$ cat config.mk
export PLATFORM = sky130hd
export DESIGN_NAME = board_io_top
export DESIGN_NICKNAME = d
export VERILOG_FILES = /design/src/board_pkg.sv /design/src/reset_sync.sv /design/src/debounce_switch.sv /design/src/signal_sync.sv /design/src/pcs_status_monitor.sv /design/src/board_io_top.sv
export SDC_FILE = /design/constraint.sdc
export NUM_CORES = 1
export LEC_CHECK = 0
export ABC_AREA = 1
export BUFFER_PORTS_ARGS = -buffer_cell sky130_fd_sc_hd__buf_2
export CAP_MARGIN = 20
export CELL_PAD_IN_SITES_DETAIL_PLACEMENT = 1
export CELL_PAD_IN_SITES_GLOBAL_PLACEMENT = 1
export CORE_MARGIN = 1.5
export CORE_UTILIZATION = 42
export DETAILED_ROUTE_END_ITERATION = 10
export MAX_ROUTING_LAYER = met4
export PLACE_DENSITY = 0.95
export RECOVER_POWER = 100
export SLEW_MARGIN = 10
export SYNTH_ARGS = -nofsm -noshare
export SYNTH_HDL_FRONTEND = slang
export SYNTH_SLANG_ARGS = --single-unit
$ cat constraint.sdc
create_clock -name clk -period 2.7 [get_ports clk]
set_clock_uncertainty 0.05 [all_clocks]
set_input_delay 0.135 -clock clk [delete_from_list [all_inputs] [get_ports clk]]
set_output_delay 0.135 -clock clk [all_outputs]
set_load 0.02 [all_outputs]
$ cat src/board_pkg.sv
// Board IO shared types

package board_pkg;

    // Debounced inputs: five buttons and four switches
    parameter int GPIO_W = 9;

    // User LEDs
    parameter int LED_W = 8;

    // PCS status vector width
    parameter int STATUS_W = 16;

    // Buttons and switches, raw or debounced
    typedef struct packed {
        logic       btnu;
        logic       btnl;
        logic       btnd;
        logic       btnr;
        logic       btnc;
        logic [3:0] sw;
    } gpio_t;

    // UART inputs from the USB bridge
    typedef struct packed {
        logic rxd;
        logic cts;
    } uart_in_t;

    // SGMII speed field encoding, 2'b11 unused
    typedef enum logic [1:0] {
        SPEED_10   = 2'b00,
        SPEED_100  = 2'b01,
        SPEED_1000 = 2'b10
    } speed_e;

    // PCS/PMA status vector, bit 15 first
    typedef struct packed {
        logic [1:0] pause;
        logic       remote_fault;
        logic       duplex;
        speed_e     speed;
        logic [1:0] remote_fault_encdg;
        logic       phy_link_status;
        logic       rxnotintable;
        logic       rxdisperr;
        logic       rudi_invalid;
        logic       rudi_i;
        logic       rudi_c;
        logic       link_synchronization;
        logic       link_status;
    } pcs_status_t;

    // Status vector split into bytes for the LED debug view
    typedef struct packed {
        logic [STATUS_W/2-1:0] hi;
        logic [STATUS_W/2-1:0] lo;
    } pcs_bytes_t;

    typedef union packed {
        pcs_status_t fields;
        pcs_bytes_t  bytes;
    } pcs_status_u;

    // One status word per port
    typedef struct packed {
        pcs_status_u sgmii;
        pcs_status_u sfp0;
        pcs_status_u sfp1;
    } pcs_status_set_t;

endpackage

$ cat src/reset_sync.sv
// Core reset stretcher

`timescale 1ns/1ps

module reset_sync #(
    parameter int RESET_STAGES = 4
) (
    input  logic clk,
    input  logic rst,
    output logic rst_out
);

    // Stage chain, all ones while rst is high
    logic [RESET_STAGES-1:0] stage_q;

    always_ff @(posedge clk) begin
        if (rst) begin
            stage_q <= '1;
        end else begin
            // Drain with zeros toward the last stage
            stage_q <= stage_q << 1;
        end
    end

    // Core reset follows the oldest stage
    assign rst_out = stage_q[RESET_STAGES-1];

endmodule

$ cat src/debounce_switch.sv
// Button and switch debouncer

`timescale 1ns/1ps

module debounce_switch import board_pkg::*; #(
    parameter int DEBOUNCE_N    = 4,
    parameter int DEBOUNCE_RATE = 125000
) (
    input  logic  clk,
    input  logic  rst,
    input  gpio_t in,
    output gpio_t out
);

    localparam int CNT_W = $clog2(DEBOUNCE_RATE + 1);

    // Sample strobe divider
    logic [CNT_W-1:0] cnt_q;
    logic             strobe;

    // Per-bit sample history, newest sample in bit 0
    logic [DEBOUNCE_N-1:0] hist_q [GPIO_W];

    logic [GPIO_W-1:0] in_bits;
    logic [GPIO_W-1:0] out_q;

    assign in_bits = in;
    assign strobe  = (cnt_q == CNT_W'(DEBOUNCE_RATE - 1));

    always_ff @(posedge clk) begin
        if (rst) begin
            cnt_q <= '0;
        end else if (strobe) begin
            cnt_q <= '0;
        end else begin
            cnt_q <= cnt_q + 1'b1;
        end
    end

    always_ff @(posedge clk) begin
        if (rst) begin
            for (int i = 0; i < GPIO_W; i++) begin
                hist_q[i] <= '0;
            end
        end else if (strobe) begin
            for (int i = 0; i < GPIO_W; i++) begin
                hist_q[i] <= (hist_q[i] << 1) | DEBOUNCE_N'(in_bits[i]);
            end
        end
    end

    // Output moves only once the whole history agrees
    always_ff @(posedge clk) begin
        if (rst) begin
            out_q <= '0;
        end else begin
            for (int i = 0; i < GPIO_W; i++) begin
                if (&hist_q[i]) begin
                    out_q[i] <= 1'b1;
                end else if (~|hist_q[i]) begin
                    out_q[i] <= 1'b0;
                end
            end
        end
    end

    assign out = out_q;

endmodule

$ cat src/signal_sync.sv
// UART input synchronizer

`timescale 1ns/1ps

module signal_sync import board_pkg::*; #(
    parameter int SYNC_STAGES = 2
) (
    input  logic     clk,
    input  uart_in_t in,
    output uart_in_t out
);

    // Metastability hardening chain
    uart_in_t sync_q [SYNC_STAGES];

    always_ff @(posedge clk) begin
        sync_q[0] <= in;
        for (int i = 1; i < SYNC_STAGES; i++) begin
            sync_q[i] <= sync_q[i-1];
        end
    end

    assign out = sync_q[SYNC_STAGES-1];

endmodule

$ cat src/pcs_status_monitor.sv
// PCS status LED select and speed decode

`timescale 1ns/1ps

module pcs_status_monitor import board_pkg::*; (
    input  logic            clk,
    input  logic            rst,
    input  pcs_status_set_t status,
    input  logic [3:0]      sw,
    input  logic [LED_W-1:0] led_core,
    output logic [LED_W-1:0] led,
    output logic            speed_is_10_100,
    output logic            speed_is_100
);

    pcs_status_u      sel_word;
    logic [LED_W-1:0] led_next;
    speed_e           sgmii_speed;

    // Port select
    // sw[2] off picks BASE-T, on picks SFP
    // sw[1] picks SFP1 over SFP0
    always_comb begin
        if (!sw[2]) begin
            sel_word = status.sgmii;
        end else if (!sw[1]) begin
            sel_word = status.sfp0;
        end else begin
            sel_word = status.sfp1;
        end
    end

    // sw[3] on shows the status vector, sw[0] picks the high byte
    always_comb begin
        if (!sw[3]) begin
            led_next = led_core;
        end else if (sw[0]) begin
            led_next = sel_word.bytes.hi;
        end else begin
            led_next = sel_word.bytes.lo;
        end
    end

    assign sgmii_speed = status.sgmii.fields.speed;

    always_ff @(posedge clk) begin
        if (rst) begin
            led             <= '0;
            speed_is_10_100 <= 1'b0;
            speed_is_100    <= 1'b0;
        end else begin
            led             <= led_next;
            // Unused code 2'b11 counts as 10/100
            speed_is_10_100 <= (sgmii_speed != SPEED_1000);
            speed_is_100    <= (sgmii_speed == SPEED_100);
        end
    end

endmodule

$ cat src/board_io_top.sv
// Board IO glue top level

`timescale 1ns/1ps

module board_io_top import board_pkg::*; #(
    parameter int RESET_STAGES  = 4,
    parameter int DEBOUNCE_N    = 4,
    parameter int DEBOUNCE_RATE = 125000,
    parameter int SYNC_STAGES   = 2
) (
    // 125 MHz clock and raw reset level
    input  logic             clk,
    input  logic             rst,

    // Board inputs
    input  gpio_t            gpio_raw,
    input  uart_in_t         uart_raw,

    // PCS status words and core LED word
    input  pcs_status_set_t  status,
    input  logic [LED_W-1:0] led_core,

    // Core side outputs
    output logic             rst_core,
    output gpio_t            gpio_clean,
    output uart_in_t         uart_sync,

    // LEDs and PCS speed control
    output logic [LED_W-1:0] led,
    output logic             speed_is_10_100,
    output logic             speed_is_100
);

    reset_sync #(
        .RESET_STAGES(RESET_STAGES)
    ) reset_sync_inst (
        .clk    (clk),
        .rst    (rst),
        .rst_out(rst_core)
    );

    debounce_switch #(
        .DEBOUNCE_N   (DEBOUNCE_N),
        .DEBOUNCE_RATE(DEBOUNCE_RATE)
    ) debounce_switch_inst (
        .clk(clk),
        .rst(rst_core),
        .in (gpio_raw),
        .out(gpio_clean)
    );

    // No reset on the synchronizer chain
    signal_sync #(
        .SYNC_STAGES(SYNC_STAGES)
    ) signal_sync_inst (
        .clk(clk),
        .in (uart_raw),
        .out(uart_sync)
    );

    // Debug select runs from the raw switches
    pcs_status_monitor pcs_status_monitor_inst (
        .clk            (clk),
        .rst            (rst_core),
        .status         (status),
        .sw             (gpio_raw.sw),
        .led_core       (led_core),
        .led            (led),
        .speed_is_10_100(speed_is_10_100),
        .speed_is_100   (speed_is_100)
    );

endmodule

# After elaboration in Yosys (flattened, before gate mapping)
# Memory sizes are Yosys's and may differ from the RTL's.
# Cells that the tools add are included.
# W data, S select, Z words.
dict set report op_classes {
  add_sub_neg 1
  eq_ne 12
  mux 37
  n_bitwise 18
  n_reduce_logical 19
}
# operator count
set ops {}
lappend ops {{$mux W4} 9}
lappend ops {{$or A4 B1 Y4} 9}
lappend ops {{$reduce_and A4 Y1} 9}
lappend ops {{$reduce_or A4 Y1} 9}
lappend ops {{$mux W16} 2}
lappend ops {{$mux W1} 24}
lappend ops {{$ne A2 B1 Y1 const B} 9}
lappend ops {{$add A17 B1 Y17 const B} 1}
lappend ops {{$eq A17 B17 Y1 const B} 1}
lappend ops {{$mux W8} 2}
lappend ops {{$or A1 B1 Y1} 9}
lappend ops {{$eq A2 B1 Y1 const B} 1}
lappend ops {{$ne A2 B2 Y1 const B} 1}
lappend ops {{$reduce_or A2 Y1} 1}
dict set report totals {
  register_bits 40
  ramBits 40
  out_inout_bits 22
  mem_count 2
}
# memory depth width rd rd_clocked_by_memory_dff write_ports line
set memory_table {}
lappend memory_table {debounce_switch_inst.hist_q 9 4 9 0 9 debounce_switch.sv:22} ;# logic [DEBOUNCE_N-1:0] hist_q [GPIO_W];
lappend memory_table {signal_sync_inst.sync_q 2 2 2 0 2 signal_sync.sv:14} ;# uart_in_t sync_q [SYNC_STAGES];

# Logic depth before layout (Yosys ltp)
dict set report depth {
  depth_word 5
  depth_mapped 9
  depth_no_buf 8
}

# Hierarchy
# Synthesis repeated with hierarchy kept, for this count alone.
dict set report unflattened {
  cells_unflattened 455
  hier_area_um2 3743.6
}
# module instances cells_per_inst area_per_inst_um2 seq_area_each_um2
set by_module_without_submodules {}
lappend by_module_without_submodules {debounce_switch 1 309 2738.9 1601.5}
lappend by_module_without_submodules {pcs_status_monitor 1 129 800.8 200.2}
lappend by_module_without_submodules {reset_sync 1 11 108.9 80.1}
lappend by_module_without_submodules {signal_sync 1 6 95.1 80.1}

# Worst setup path before layout
# No wires, ideal clock.
dict set report synth_path {
  path_kind {register to register}
  start {reg debounce_switch_inst.cnt_q[0]}
  end {mem debounce_switch_inst.hist_q[0][0], enable pin}
  setup_time_ns 0.327
  arrival_ns 1.304
  required_time_ns 2.323
  setup_slack_ns 1.019
  stages_incl_launch_ff 9
  synth_period_minus_slack_ns 1.681
  cell_sequence {dfxtp_1 -> ha_1 -> nand2_1 -> inv_1 -> nand2_1 -> nor2_2 -> nand2_1 -> nand2_4 -> buf_8}
}
# element line
set synth_rtl {}
lappend synth_rtl {{start: declaration} debounce_switch.sv:18} ;# logic [CNT_W-1:0] cnt_q;
lappend synth_rtl {{start signal: assignment} debounce_switch.sv:36} ;# cnt_q <= cnt_q + 1'b1;
lappend synth_rtl {{end: declaration} debounce_switch.sv:22}

==> impl_metrics.env <==
export IMPL_crit_buf_inv=1
export IMPL_numCtsBuffers=9
export IMPL_relSlewSlack_pct=46.4
export IMPL_drc=0
export IMPL_arrival_ns=2.24
export IMPL_period_share_pct=78.4
export IMPL_power_frac_comb_pct=6.7
export IMPL_fin_tns_setup_ns=0
export IMPL_crit_chain="ha_1, nand2_1, inv_1, nand2_1, nor2_1, nand3_2, nor2_1"
export IMPL_finalNonFillerCells=644
export IMPL_synthTopCellsByArea="edfxtp_1 30%, dfxtp_1 24%, nand2_1 10%"
export IMPL_synth_edf_count=36
export IMPL_avgSynthCellArea_um2=8.24
export IMPL_syn_area_mm2=0.00362
export IMPL_core_area_mm2=0.00830
export IMPL_routed_wl_mm=10.1
export IMPL_maxCapViolCount=0
export IMPL_grt_pass1_vias=3459
export IMPL_p_int_w=0.00187
export IMPL_clockBufferDepth=2
export IMPL_final_cell_mix="101 x nand2_1, 66 x buf_2, 63 x nor2_1, 58 x inv_1, 44 x dfxtp_1"
export IMPL_hpwl_mm=7.34
export IMPL_start_kind="flip-flop"
export IMPL_track_usage_pct=24.4
export IMPL_grt_setup_unrepaired="false"
export IMPL_irDropWorstVdd_uv=390
export IMPL_power_density_mw_per_mm2=561
export IMPL_drt_wirelength_per_cell_um=15.6
export IMPL_final_nets=604
export IMPL_first_pass_iters=4
export IMPL_cts_sinks=80
export IMPL_worstPathRequired_ns=2.83
export IMPL_p_sw_share_pct=23.1
export IMPL_start_util_pct=43.6
export IMPL_grt_max_degree=52
export IMPL_vias=3261
export IMPL_drt_iter0_markers=198
export IMPL_critPathTopFamily="simple AND/OR/NAND/NOR gates"
export IMPL_synth_ff_type="dfxtp_1"
export IMPL_worst_setup_path_type="reg -> reg"
export IMPL_crit_path_end_kind="flip-flop"
export IMPL_cts_tree="yes"
export IMPL_p_switching_w=0.000562
export IMPL_grt_antenna_before_repair=0
export IMPL_total_power_w=0.00243
export IMPL_rows=33
export IMPL_setup_violations=0
export IMPL_syn2layout_area_growth_pct=20.0
export IMPL_status="completed"
export IMPL_final_hold_viol_count=0
export IMPL_ant_nets=0
export IMPL_pwr_share_clk_pct=40.3
export IMPL_hp_class="in -> reg"
export IMPL_period_needed_ns=2.12
export IMPL_power_leakage_nw=1.89
export IMPL_drive_above_1_share_pct=16.9
export IMPL_p_seq_share_pct=53.0
export IMPL_syn_nets=509
export IMPL_dieArea_mm2=0.00918
export IMPL_synth_seq_area_share_pct=54.2
export IMPL_n_fill_cell=1065
export IMPL_n_antenna_cell=0
export IMPL_clockRootBuffer="clkbuf_8"
export IMPL_synthArstFlopShare_pct=0
export IMPL_gp_congestion=0.845
export IMPL_slowest_stage="nand3_2"
export IMPL_die_x_um=95.8
export IMPL_synth_top_area_share_pct=29.9
export IMPL_layout_commonest_cell="nand2_1"
export IMPL_clk_pin_slew_ns=0.09
export IMPL_htree_levels=3
export IMPL_syn_inst=439
export IMPL_worst_pin_slew_ns=0.805
export IMPL_vias_per_cell=5.06
export IMPL_clk_latency_ns=0.35
export IMPL_drv_slew=0
export IMPL_post_cts_resized=0
export IMPL_synth_top_area_cell="edfxtp_1"
export IMPL_globalRoute_totalOverflow=0
export IMPL_yosys_warnings=0
export IMPL_place_inst=620
export IMPL_max_freq_ghz=0.473
export IMPL_io_pins=91
export IMPL_numPortBuffers=90
export IMPL_synth_seq_cells=80
export IMPL_grt_pass1_wl_mm=16.4
export IMPL_cpPeakStageDelay_ns=0.57
export IMPL_critPathMaxFanout=36
export IMPL_synth_cell_types=26
export IMPL_die_height_um=95.8
logic make-up after synthesis:
logic type / Yosys count / synth area share, %
buf+inv: 77 / 9.61
fa+ha+maj: 1 / 0.346
flops: 80 / 54.2
simple gates: 223 / 26.5
compound gates: 54 / 8.33
xor+xnor: 4 / 0.968
through the flow:
stage / hold WS [ns] / cell area [um2] / utilization, % / worst slack (ns)
floorplan: 0.113 / 3620 / - / 1.02
global placement: 0.188 / 4090 / 49.3 / 0.778
detailed placement: 0.190 / 4090 / 49.3 / 0.707
CTS: 0.00238 / 4390 / 52.9 / 0.654
global route: 0.0133 / 4340 / 52.3 / 0.316
finish: 0.00651 / 4340 / 52.3 / 0.584
flip-flops by register name, summed over array words and instances, names as in the netlist:
register and count:
pcs_status_monitor_inst.speed_is_100 1, debounce_switch_inst.cnt_q 17, debounce_switch_inst.hist_q 36, pcs_status_monitor_inst.led 8, reset_sync_inst.stage_q 4, pcs_status_monitor_inst.speed_is_10_100 1
signal_sync_inst.sync_q 4, debounce_switch_inst.out 9
synthesized netlist by cell type (5+ instances only):
| library cell | n |
|---|---|
| o31ai_1 | 9 |
| buf_2 | 5 |
| nand4_1 | 12 |
| nor2_2 | 6 |
| inv_1 | 58 |
| nand2_1 | 101 |
| o21ai_0 | 10 |
| edfxtp_1 | 36 |
| a21oi_1 | 32 |
| nor2_1 | 61 |
| buf_4 | 5 |
| nand3_1 | 35 |
| dfxtp_1 | 44 |
timing repair:
action / CTS / global route
buffers inserted: 0 / 0
hold buffers: 8 / 0
hold endpoints to repair: 10 / 0
layout make-up:
class                   instances  area (um2)  area share, %
flip-flops and latches         80        1960           45.2
multi-input cells             282        1290           29.8
repair buffers                 99         504           11.6
inverters                      62         233           5.36
well taps                     105         131           3.03
clock buffers                  10         128           2.94
clock inverters                 6        90.1           2.08
metal layers:
metal	GRT usage, %	part of all wire, %
met5	-	0
met4	5.27	1.5
met3	5.45	3.3
met2	45.0	53
met1	26.6	42
final timing paths:
path | from | endpoint | slack, ns | depth (start not counted)
setup reg to reg | debounce_switch_inst.cnt_q[0]$_SDFF_PP0_ | debounce_switch_inst.hist_q[0][10]$_SDFFCE_PN0P_ | 0.58 | 7
setup / recovery | debounce_switch_inst.cnt_q[0]$_SDFF_PP0_ | debounce_switch_inst.hist_q[0][10]$_SDFFCE_PN0P_ | 0.58 | 7
hold reg to reg | signal_sync_inst.sync_q[0][0]$_DFF_P_ | signal_sync_inst.sync_q[0][2]$_DFF_P_ | 0.29 | 0
hold / removal | led_core[2] | pcs_status_monitor_inst.led[2]$_SDFF_PP0_ | 0.007 | 3
worst reg2reg max path, stage by stage (launching register included):
cell and delay, ns:
dfxtp_1 0.36, ha_1 0.21, nand2_1 0.08, inv_1 0.07, nand2_1 0.05, nor2_1 0.19
nand3_2 0.58, nor2_1 0.35
power groups by stage:
stage | clock [W] | combinational [W] | sequential (W)
final | 0.000981 | 0.000164 | 0.00129
after global routing | 0.00104 | 0.000183 | 0.00129
after CTS | 0.000991 | 0.000165 | 0.00129
after detailed placement | 0 | 0.000156 | 0.00132
after global placement | 0 | 0.000149 | 0.00132
after floorplan | 0 | 0.0000803 | 0.00132
(Power assumes the default switching activity.)
